$ cat src/hdl/dpu_cfg_pkg.sv
package dpu_cfg_pkg;

   ////////////////////////////////////////////////////////////////////////////
   // Datapath sizes

   localparam int LANE_NUM   = 4;
   localparam int LANE_W     = 32;      // One lane word
   localparam int PIPE_DEPTH = 3;       // Operands, ALU, results

   ////////////////////////////////////////////////////////////////////////////
   // Wishbone word address map

   localparam int ADR_W = 4;

   // Lanes 0 to 3 follow each base
   localparam logic [ADR_W-1:0] ADR_VS1_BASE = 4'd0;
   localparam logic [ADR_W-1:0] ADR_VS2_BASE = 4'd4;

   localparam logic [ADR_W-1:0] ADR_SCALAR   = 4'd8;
   localparam logic [ADR_W-1:0] ADR_CTRL     = 4'd9;    // Write starts an operation
   localparam logic [ADR_W-1:0] ADR_STATUS   = 4'd10;   // Bit 0 busy, read only

   // Read only result words
   localparam logic [ADR_W-1:0] ADR_RES_BASE = 4'd12;

endpackage

$ cat src/hdl/dpu_op_pkg.sv
package dpu_op_pkg;

   ////////////////////////////////////////////////////////////////////////////
   // Operation codes

   localparam int OPMODE_W = 3;

   localparam logic [OPMODE_W-1:0] OP_ADD  = 3'd0;
   localparam logic [OPMODE_W-1:0] OP_SUB  = 3'd1;
   localparam logic [OPMODE_W-1:0] OP_AND  = 3'd2;
   localparam logic [OPMODE_W-1:0] OP_OR   = 3'd3;
   localparam logic [OPMODE_W-1:0] OP_XOR  = 3'd4;
   localparam logic [OPMODE_W-1:0] OP_MAXU = 3'd5;  // Codes 6 and 7 give zero

   // Element width
   localparam int SEW_W = 2;

   localparam logic [SEW_W-1:0] SEW_8  = 2'd0;
   localparam logic [SEW_W-1:0] SEW_16 = 2'd1;
   localparam logic [SEW_W-1:0] SEW_32 = 2'd2;

   // Operand 2 source
   localparam int OP2SEL_W = 2;

   localparam logic [OP2SEL_W-1:0] OP2_VEC    = 2'd0;   // Code 3 acts the same
   localparam logic [OP2SEL_W-1:0] OP2_SCALAR = 2'd1;
   localparam logic [OP2SEL_W-1:0] OP2_IMM    = 2'd2;

   localparam int IMM_W = 5;

   // Control word field positions
   localparam int CTRL_OPMODE_LSB = 0;
   localparam int CTRL_SEW_LSB    = 4;
   localparam int CTRL_OP2SEL_LSB = 8;
   localparam int CTRL_IMM_LSB    = 16;

   // One lane word seen as word, halfwords or bytes
   typedef union packed {
      logic [31:0]      w;
      logic [1:0][15:0] h;
      logic [3:0][7:0]  b;
   } lane_word_u;

endpackage

$ cat src/hdl/dpu_operand_stage.sv
`timescale 1ns/1ps

module dpu_operand_stage
  (
   input  logic                                             clk_i,
   input  logic                                             rstn_i,

   input  logic                                             launch_i,
   input  logic [31:0]                                      ctrl_i,
   input  logic [dpu_cfg_pkg::LANE_NUM*dpu_cfg_pkg::LANE_W-1:0] vs1_i,
   input  logic [dpu_cfg_pkg::LANE_NUM*dpu_cfg_pkg::LANE_W-1:0] vs2_i,
   input  logic [31:0]                                      scalar_i,

   output logic                                             op_vld_o,
   output logic [dpu_op_pkg::OPMODE_W-1:0]                  opmode_o,
   output logic [dpu_op_pkg::SEW_W-1:0]                     sew_o,
   output logic [dpu_cfg_pkg::LANE_NUM*dpu_cfg_pkg::LANE_W-1:0] opa_o,
   output logic [dpu_cfg_pkg::LANE_NUM*dpu_cfg_pkg::LANE_W-1:0] opb_o
  );

   logic [dpu_op_pkg::OPMODE_W-1:0] opmode;
   logic [dpu_op_pkg::SEW_W-1:0]    sew;
   logic [dpu_op_pkg::OP2SEL_W-1:0] op2sel;
   logic [dpu_op_pkg::IMM_W-1:0]    imm;
   dpu_op_pkg::lane_word_u          scal_src;
   dpu_op_pkg::lane_word_u          imm_src;
   dpu_op_pkg::lane_word_u          scal_rep;
   dpu_op_pkg::lane_word_u          imm_rep;
   logic [dpu_cfg_pkg::LANE_NUM*dpu_cfg_pkg::LANE_W-1:0] opb;

   assign opmode = ctrl_i[dpu_op_pkg::CTRL_OPMODE_LSB +: dpu_op_pkg::OPMODE_W];
   assign sew    = ctrl_i[dpu_op_pkg::CTRL_SEW_LSB +: dpu_op_pkg::SEW_W];
   assign op2sel = ctrl_i[dpu_op_pkg::CTRL_OP2SEL_LSB +: dpu_op_pkg::OP2SEL_W];
   assign imm    = ctrl_i[dpu_op_pkg::CTRL_IMM_LSB +: dpu_op_pkg::IMM_W];

   assign scal_src.w = scalar_i;
   assign imm_src.w  = {{(32 - dpu_op_pkg::IMM_W){imm[dpu_op_pkg::IMM_W-1]}}, imm};

   // Low element repeated across the word
   always_comb
   begin
      scal_rep.w = scal_src.w;
      imm_rep.w  = imm_src.w;
      case (sew)
         dpu_op_pkg::SEW_8:
         begin
            for (int k = 0; k < 4; k++)
            begin
               scal_rep.b[k] = scal_src.b[0];
               imm_rep.b[k]  = imm_src.b[0];
            end
         end
         dpu_op_pkg::SEW_16:
         begin
            for (int k = 0; k < 2; k++)
            begin
               scal_rep.h[k] = scal_src.h[0];
               imm_rep.h[k]  = imm_src.h[0];
            end
         end
         default: ;   // Whole word already
      endcase
   end

   always_comb
   begin
      for (int l = 0; l < dpu_cfg_pkg::LANE_NUM; l++)
      begin
         case (op2sel)
            dpu_op_pkg::OP2_SCALAR: opb[l*dpu_cfg_pkg::LANE_W +: dpu_cfg_pkg::LANE_W] = scal_rep.w;
            dpu_op_pkg::OP2_IMM:    opb[l*dpu_cfg_pkg::LANE_W +: dpu_cfg_pkg::LANE_W] = imm_rep.w;
            default: opb[l*dpu_cfg_pkg::LANE_W +: dpu_cfg_pkg::LANE_W] =
                        vs2_i[l*dpu_cfg_pkg::LANE_W +: dpu_cfg_pkg::LANE_W];
         endcase
      end
   end

   always_ff @(posedge clk_i)
   begin
      if (!rstn_i)
      begin
         op_vld_o <= 1'b0;
         opmode_o <= '0;
         sew_o    <= '0;
      end
      else
      begin
         op_vld_o <= launch_i;
         if (launch_i)
         begin
            opmode_o <= opmode;
            sew_o    <= sew;
         end
      end
   end

   always_ff @(posedge clk_i)
   begin
      if (!rstn_i)
      begin
         opa_o <= '0;
         opb_o <= '0;
      end
      else if (launch_i)
      begin
         opa_o <= vs1_i;
         opb_o <= opb;
      end
   end

endmodule

$ cat config.mk
export PLATFORM = sky130hd
export DESIGN_NAME = dpu_operand_stage
export DESIGN_NICKNAME = d
export VERILOG_FILES = /design/src/hdl/dpu_cfg_pkg.sv /design/src/hdl/dpu_op_pkg.sv /design/src/hdl/dpu_operand_stage.sv
export SDC_FILE = /design/constraint.sdc
export NUM_CORES = 1
export LEC_CHECK = 0
export ABC_AREA = 1
export ABC_CLOCK_PERIOD_IN_PS = 2950
export BUFFER_PORTS_ARGS = -buffer_cell sky130_fd_sc_hd__clkbuf_2
export CORE_AREA = 4 4 224 226
export CTS_BUF_LIST = sky130_fd_sc_hd__clkbuf_2
export CTS_CLUSTER_SIZE = 25
export DETAILED_ROUTE_END_ITERATION = 10
export DIE_AREA = 0 0 228 230
export MAX_ROUTING_LAYER = met4
export PLACE_DENSITY_LB_ADDON = 0.2
export SLEW_MARGIN = 20
export SYNTH_ARGS = -nofsm -noshare
export SYNTH_HDL_FRONTEND = slang
export SYNTH_SLANG_ARGS = --single-unit
export TNS_END_PERCENT = 100
$ cat constraint.sdc
create_clock -name clk_i -period 2.95 [get_ports clk_i]
set_clock_uncertainty 0.15 [all_clocks]
set_input_delay 0.59 -clock clk_i [delete_from_list [all_inputs] [get_ports clk_i]]
set_output_delay 0.59 -clock clk_i [all_outputs]
set_load 0.01 [all_outputs]
==> run metrics, run 1 <==
Clock Sinks=262; status=aborted with a tool error; cells taking the most area after synthesis=dfxtp_1 (50%), a21oi_1 (12%), o21ai_0 (12%), nor2_1 (10%), nand2_1 (3.8%); row cnt=81; Syn Std Cell Area=10400 µm²; Ys Warns=0; hold_buf cts=522; Fail Step=clock tree synthesis (4_1_cts); CTS H-Tree Depth=3; register bit count reported by yosys=262; Synth top area share=0.504; Mapped Cells=1387; stop err=[ERROR RSZ-0060] Max buffer count reached.; pre-CTS setup slack=0.365 ns; setup bufs post-CTS=0; sequential-to-total area share from yosys stat=0.504; most area-hungry cell type in the Yosys netlist=dfxtp_1; Synth Net Count=1712; I/O Buffers=564; Num CTS Buffers=76; synthesized area per cell=7.50 µm²; gpl congestion=0.841; dpl cells=2481; Clock Tree Root=clkbuf_2; DP HPWL=33800 µm; Area after DPL=13700 µm²; Gates resized, CTS repair=0; Initial Utilization=0.215; Unique masters post-synth=19; clock tree buffer depth=3; IO Pins=585; die width=228 µm; chip height=230 µm
==> cell families after synthesis <==
kind of cell,count (synthesis),synth area share
adder cells (fa/ha/maj),2,0.00241
AO/OA/AOI/OAI,511,0.248
buffers and inverters,159,0.0725
flip-flops,262,0.504
AND/OR/NAND/NOR,453,0.173
==> synthesized netlist by cell type <==
library cell and n:
a21oi_1 257, a21oi_2 1, buf_2 29, buf_4 7
buf_6 12, clkbuf_1 62, dfxtp_1 262, ha_1 2
inv_1 45, inv_2 2, inv_4 2, nand2_1 105
nand2_2 11, nand3_1 49, nor2_1 286, nor2_2 1
nor2_4 1, o21ai_0 249, o21ai_2 4
==> stage by stage <==
step | hold WS [ns] | utilization
floorplan | 0.383 | -
global placement | 0.326 | 0.283
detailed placement | 0.331 | 0.283
==> run 2, diff against run 1 <==
Settings changed: CORE_AREA 4 4 224 226 to not set, CORE_MARGIN set to 4, CORE_UTILIZATION set to 20, CTS_BUF_LIST sky130_fd_sc_hd__clkbuf_2 to not set, CTS_CLUSTER_SIZE 25 to not set, DIE_AREA 0 0 228 230 to not set, MAX_ROUTING_LAYER met4 to not set, PLACE_DENSITY_LB_ADDON 0.2 to 0.15.
==> run metrics, run 2 <==
wire per inst=19.2 µm; drt pass-1 iters=5; Power Dens Cells=644 nW/µm²; most area-hungry cell type in the Yosys netlist=dfxtp_1; total negative slack=0 ns; largest registers=opa_o (128), opb_o (128), opmode_o (3); antenna violations before repair=6; Sw Ratio=0.286; critical path endpoint category=register; Die ar.=55700 µm²; final WL=49800 µm; slowest CP cell=inv_2; final setup fails=0; status=complete, no violations; Clock Tree Root=clkbuf_16; peak supply drop=326 µV; Setup CP Type=input port to register; Ys Warns=0; Reg2Reg Depth=2; Arrival @ worst endpoint=2.33 ns; Clk network pwr share=0.432; met1 global-route usage=0.206; Min-Delay Path Depth=3; RSZ-0062 raised after global routing=false; synthesized area per cell=7.50 µm²; Initial Utilization=0.202; FF+latch area=5250 µm²; worst r2r dst=opb_o[13]$_SDFFE_PN0P_; Unique masters post-synth=19; final hold vios=0; die width=236 µm; startpoint class of the critical path=input port; final core occ=0.288; Main synth FF type=dfxtp_1; MaxCap Viol Count=0; GRT Max-Usage Layer=met2; NumNets Final=2216; WHS Endpoint=opa_o[60]$_SDFFE_PN0P_; first-pass GRT wire length=73100 µm; Synth top area share=0.504; gr usage total=0.169; Congestion Overflow GR=0; hold_buf cts=0; Final Cycle Share=0.684; Buf+Inv Stages, Crit Path=3; crit path time final=2.02 ns; I/O Buffers=564; IO Pins=585; proportion of layout cells with a drive suffix above 1=0.339; CP cell instances=clkbuf_2 > inv_1 > ha_4 > inv_2 > nand2_1 > a21oi_1; maximum clock rate=0.496 GHz; sequential-to-total area share from yosys stat=0.504; DRC Markers=0; largest net degree at the start of global routing=152; CP top delay family=buffers and inverters; met2 Resource Use GR=0.283; async set-reset flop share out of synthesis=0; crit-path max cell delay=0.56 ns; M3 GR Usage=0.0587; setup bufs post-CTS=0; core area=51400 µm²; drt first-iter violations=490; Req. time, crit path=3.27 ns; most frequent cells in the layout=clkbuf_2 (562), nor2_1 (286), dfxtp_1 (262); register bit count reported by yosys=262; CTS H-Tree Depth=2; Synth Net Count=1712; ANT nets after route=0; gpl congestion=0.805; Leak=7.30 nW; R2R Setup Slk=2.09 ns; vias in the first global route=11300; number of enable-type register cells in the synthesized netlist=0; Num CTS Buffers=34; row cnt=83; Worst-Skew Late Latency=0.54 ns; Slew headroom=0.495; max-slew violations=0; Cell Int Power=6.81 mW; Mapped Cells=1387; chip height=236 µm; hold path start=vs1_i[60]; synth cell count leaders=nor2_1 (286), dfxtp_1 (262), a21oi_1 (257); Gates resized, CTS repair=0; Sequential Power Share=0.413; combinational power share=0.155; P_sw=2.73 mW; DP HPWL=36400 µm; area occupied by multi-input gates=4410 µm²; clock tree buffer depth=3; slew at the pin with the worst max-slew slack=0.758 ns; Clock Sinks=262; cells taking the most area after synthesis=dfxtp_1 (50%), a21oi_1 (12%), o21ai_0 (12%), nor2_1 (10%), nand2_1 (3.8%); worst hold-check path type=input port to register; Post-Layout Cell Count=2594; CTS tree=built; Worst Path Max Fanout=36; via-per-instance ratio=4.41; total power=9.54 mW; Crit Reg-Reg Startpoint=opb_o[13]$_SDFFE_PN0P_; dpl cells=2535; commonest non-fill, non-tap cell in the layout=clkbuf_2; most common cell in the synthesized netlist=nor2_1; Clock Pin Slew Worst Setup and Hold Paths=0.06 ns; Filler cells=5732; Syn Std Cell Area=10400 µm²; DR vias=11400; area growth from synthesis to layout=42.5%
## run 2: cell counts after synthesis
Identical to the previous run, type by type.
## run 2: cell type report
class | count | share of cell area
timing repair buffer | 578 | 0.204
sequential | 262 | 0.354
clock buffer | 51 | 0.0679
antenna | 2 | 0.000338
tap | 680 | 0.0574
multi-input combinational | 966 | 0.298
clock inverter | 6 | 0.00515
inverter | 49 | 0.0131
## run 2: power by group through the flow
stage / Combinational, mW / Sequential [mW] / Clock, mW
6_report: 1.48 / 3.94 / 4.12
5_1_grt: 1.65 / 3.97 / 4.41
4_1_cts: 1.52 / 3.94 / 4.28
3_5_place_dp: 1.51 / 4.01 / 0
3_3_place_gp: 1.51 / 4.00 / 0
2_1_floorplan: 0.627 / 4.12 / 0
## run 2: cell families (layout without fill, tap and decap cells)
logic type,count (synthesis),after routing,share of synthesized area
other cells,0,2,0
flops,262,262,0.504
compound gates,511,511,0.248
fa+ha+maj,2,2,0.00241
simple gates,453,453,0.173
buf+inv,159,684,0.0725
## run 2: stage by stage
step	hold slack [ns]	instance area, µm²	setup slack (ns)
final	0.121	14800	0.934
after global routing	0.0941	14800	0.707
after CTS	0.0789	14800	0.875
after detailed placement	0.332	13700	0.293
after global placement	0.326	13700	0.327
after floorplan	0.383	10400	1.12
## run 2: routing by layer
| layer | vias up | wire (µm) |
|---|---|---|
| li1 | 5638 | - |
| met1 | 5314 | 20600 |
| met2 | 410 | 23700 |
| met3 | 73 | 4180 |
| met4 | 8 | 1290 |
| met5 | - | 47 |
## run 2: worst min-delay path: stages
cell      delay, ns
clkbuf_2       0.07
nor2_1         0.03
nor2_1         0.08
## run 2: worst max path at each step
stage / startpoint / end / cells past startpoint
3_3_place_gp: ctrl_i[8] / opb_o[28]$_SDFFE_PN0P_ / 6
6_report: ctrl_i[8] / opb_o[62]$_SDFFE_PN0P_ / 6
3_5_place_dp: ctrl_i[8] / opb_o[62]$_SDFFE_PN0P_ / 6
5_1_grt: ctrl_i[9] / opb_o[93]$_SDFFE_PN0P_ / 9
2_1_floorplan: ctrl_i[8] / opb_o[113]$_SDFFE_PN0P_ / 8
4_1_cts: ctrl_i[8] / opb_o[62]$_SDFFE_PN0P_ / 6
Note: power is estimated with default switching activity, not from simulation.
==> run 3, diff against run 2 <==
Settings changed: ABC_CLOCK_PERIOD_IN_PS 2950 to 2000.
Clock period 2.95 ns to 2 ns, I/O delays scaled along.
==> run metrics, run 3 (synthesis results as in run 2) <==
gpl congestion=0.821; clock tree buffer depth=3; CTS H-Tree Depth=2; Initial Utilization=0.202; final setup fails=0; Slew headroom=0.700; status=complete, no violations; Leak=8.43 nW; via-per-instance ratio=4.36; Clock Tree Root=clkbuf_16; slew at the pin with the worst max-slew slack=0.449 ns; Num CTS Buffers=34; row cnt=83; DR vias=12300; max-slew violations=0; drt pass-1 iters=4; total power=15.0 mW; commonest non-fill, non-tap cell in the layout=clkbuf_2; first-pass GRT wire length=76700 µm; RSZ-0062 raised after global routing=false; Layout Cell Area excl Fill=17400 µm²; NumNets Final=2455; IO Pins=585; Arrival @ worst endpoint=1.10 ns; chip height=236 µm; gr usage total=0.174; CP cell instances=clkbuf_2; startpoint class of the critical path=register; ANT nets after route=0; DRC Markers=0; wire per inst=17.9 µm; largest net degree at the start of global routing=80; Clock Pin Slew Worst Setup and Hold Paths=0.06 ns; core area=51400 µm²; setup bufs post-CTS=0; DP HPWL=37400 µm; drt first-iter violations=448; MaxCap Viol Count=0; most frequent cells in the layout=clkbuf_2 (562), nor2_1 (286), dfxtp_1 (262); final hold vios=0; Buf+Inv Stages, Crit Path=1; R2R Setup Slk=1.16 ns; Setup CP Type=register to primary output; I/O Buffers=564; vias in the first global route=12600; Worst-Skew Late Latency=0.51 ns; Final Cycle Share=0.825; final WL=50800 µm; Clock Sinks=262; Area after DPL=14100 µm²; area growth from synthesis to layout=67.2%; crit path time final=1.65 ns; maximum clock rate=0.606 GHz; critical path endpoint category=primary output; crit-path max cell delay=0.40 ns; slowest CP cell=dfxtp_1; largest registers=opa_o (128), opb_o (128), opmode_o (3); antenna violations before repair=2; worst hold-check path type=input port to register; Worst Path Max Fanout=2; proportion of layout cells with a drive suffix above 1=0.318; CTS tree=built; Req. time, crit path=1.45 ns; Power Dens Cells=860 nW/µm²; Die ar.=55700 µm²; Congestion Overflow GR=0; die width=236 µm; CP top delay family=flip-flops; peak supply drop=548 µV; Gates resized, CTS repair=0
[run 3: cell types whose count changed in the layout (fill, tap and decap cells not counted), sizes merged]
cell	change
bufinv	+3
dlygate4sd3	+210
clkbuf	-4
inv	-2
buf	+29
clkinvlp	+1
clkinv	+2
[run 3: worst reg2reg max path: cells and delay by family, from the launching register on]
| kind | cells | cell delay, ns |
|---|---|---|
| flops | 1 | 0.40 |
| compound gates | 2 | 0.22 |
[run 3: where the power goes]
part,total [mW],internal [mW],switching (mW)
clock,6.50,4.08,2.42
sequential,5.81,5.61,0.197
combinational,2.64,1.17,1.47
total,15.0,10.9,4.09
[run 3: area by class of cell]
cell class	count	area (µm²)
Fill cell	5573	34000
Timing Repair Buffer	817	5490
Sequential cell	262	5250
Multi-Input combinational cell	966	4410
Clock buffer	47	1020
Tap cell	680	851
Inverter	49	194
Clock inverter	10	178
Antenna cell	2	5.00
[run 3: worst paths after layout]
kind,start,end,depth (start not counted)
max,opb_o[13]$_SDFFE_PN0P_,opb_o[13],1
min,vs2_i[109],opb_o[109]$_SDFFE_PN0P_,3
max reg2reg,opb_o[13]$_SDFFE_PN0P_,opb_o[13]$_SDFFE_PN0P_,2
min reg2reg,opa_o[74]$_SDFFE_PN0P_,opa_o[74]$_SDFFE_PN0P_,2
[run 3: per-stage QoR]
| stage | instances | setup slack, ns | setup TNS [ns] | util | hold slack (ns) |
|---|---|---|---|---|---|
| floorplan | 1387 | 0.359 | 0 | - | 0.383 |
| detailed placement | 2564 | -0.0102 | -0.0183 | 0.274 | 0.335 |
| global placement | 2564 | 0.00713 | 0 | 0.274 | 0.327 |
| finish | 2833 | 0.350 | 0 | 0.338 | 0.0323 |
| global route | 2832 | 0.295 | 0 | 0.338 | 0.0218 |
| CTS | 2831 | 0.286 | 0 | 0.338 | 0.00118 |
[run 3: what timing repair did]
item,CTS,global route
hold endpoints to repair,210,0
hold buffers,210,0
setup endpoints to repair,0,0
[run 3: routing by layer]
metal / up-vias / routed length [µm] / track usage / share of wire
met1: 5697 / 21100 / 0.210 / 0.41
met4: 0 / 1600 / 0.0584 / 0.031
met5: - / 0 / 0 / 0
li1: 6117 / - / - / -
met2: 447 / 24500 / 0.300 / 0.48
met3: 77 / 3690 / 0.0468 / 0.073
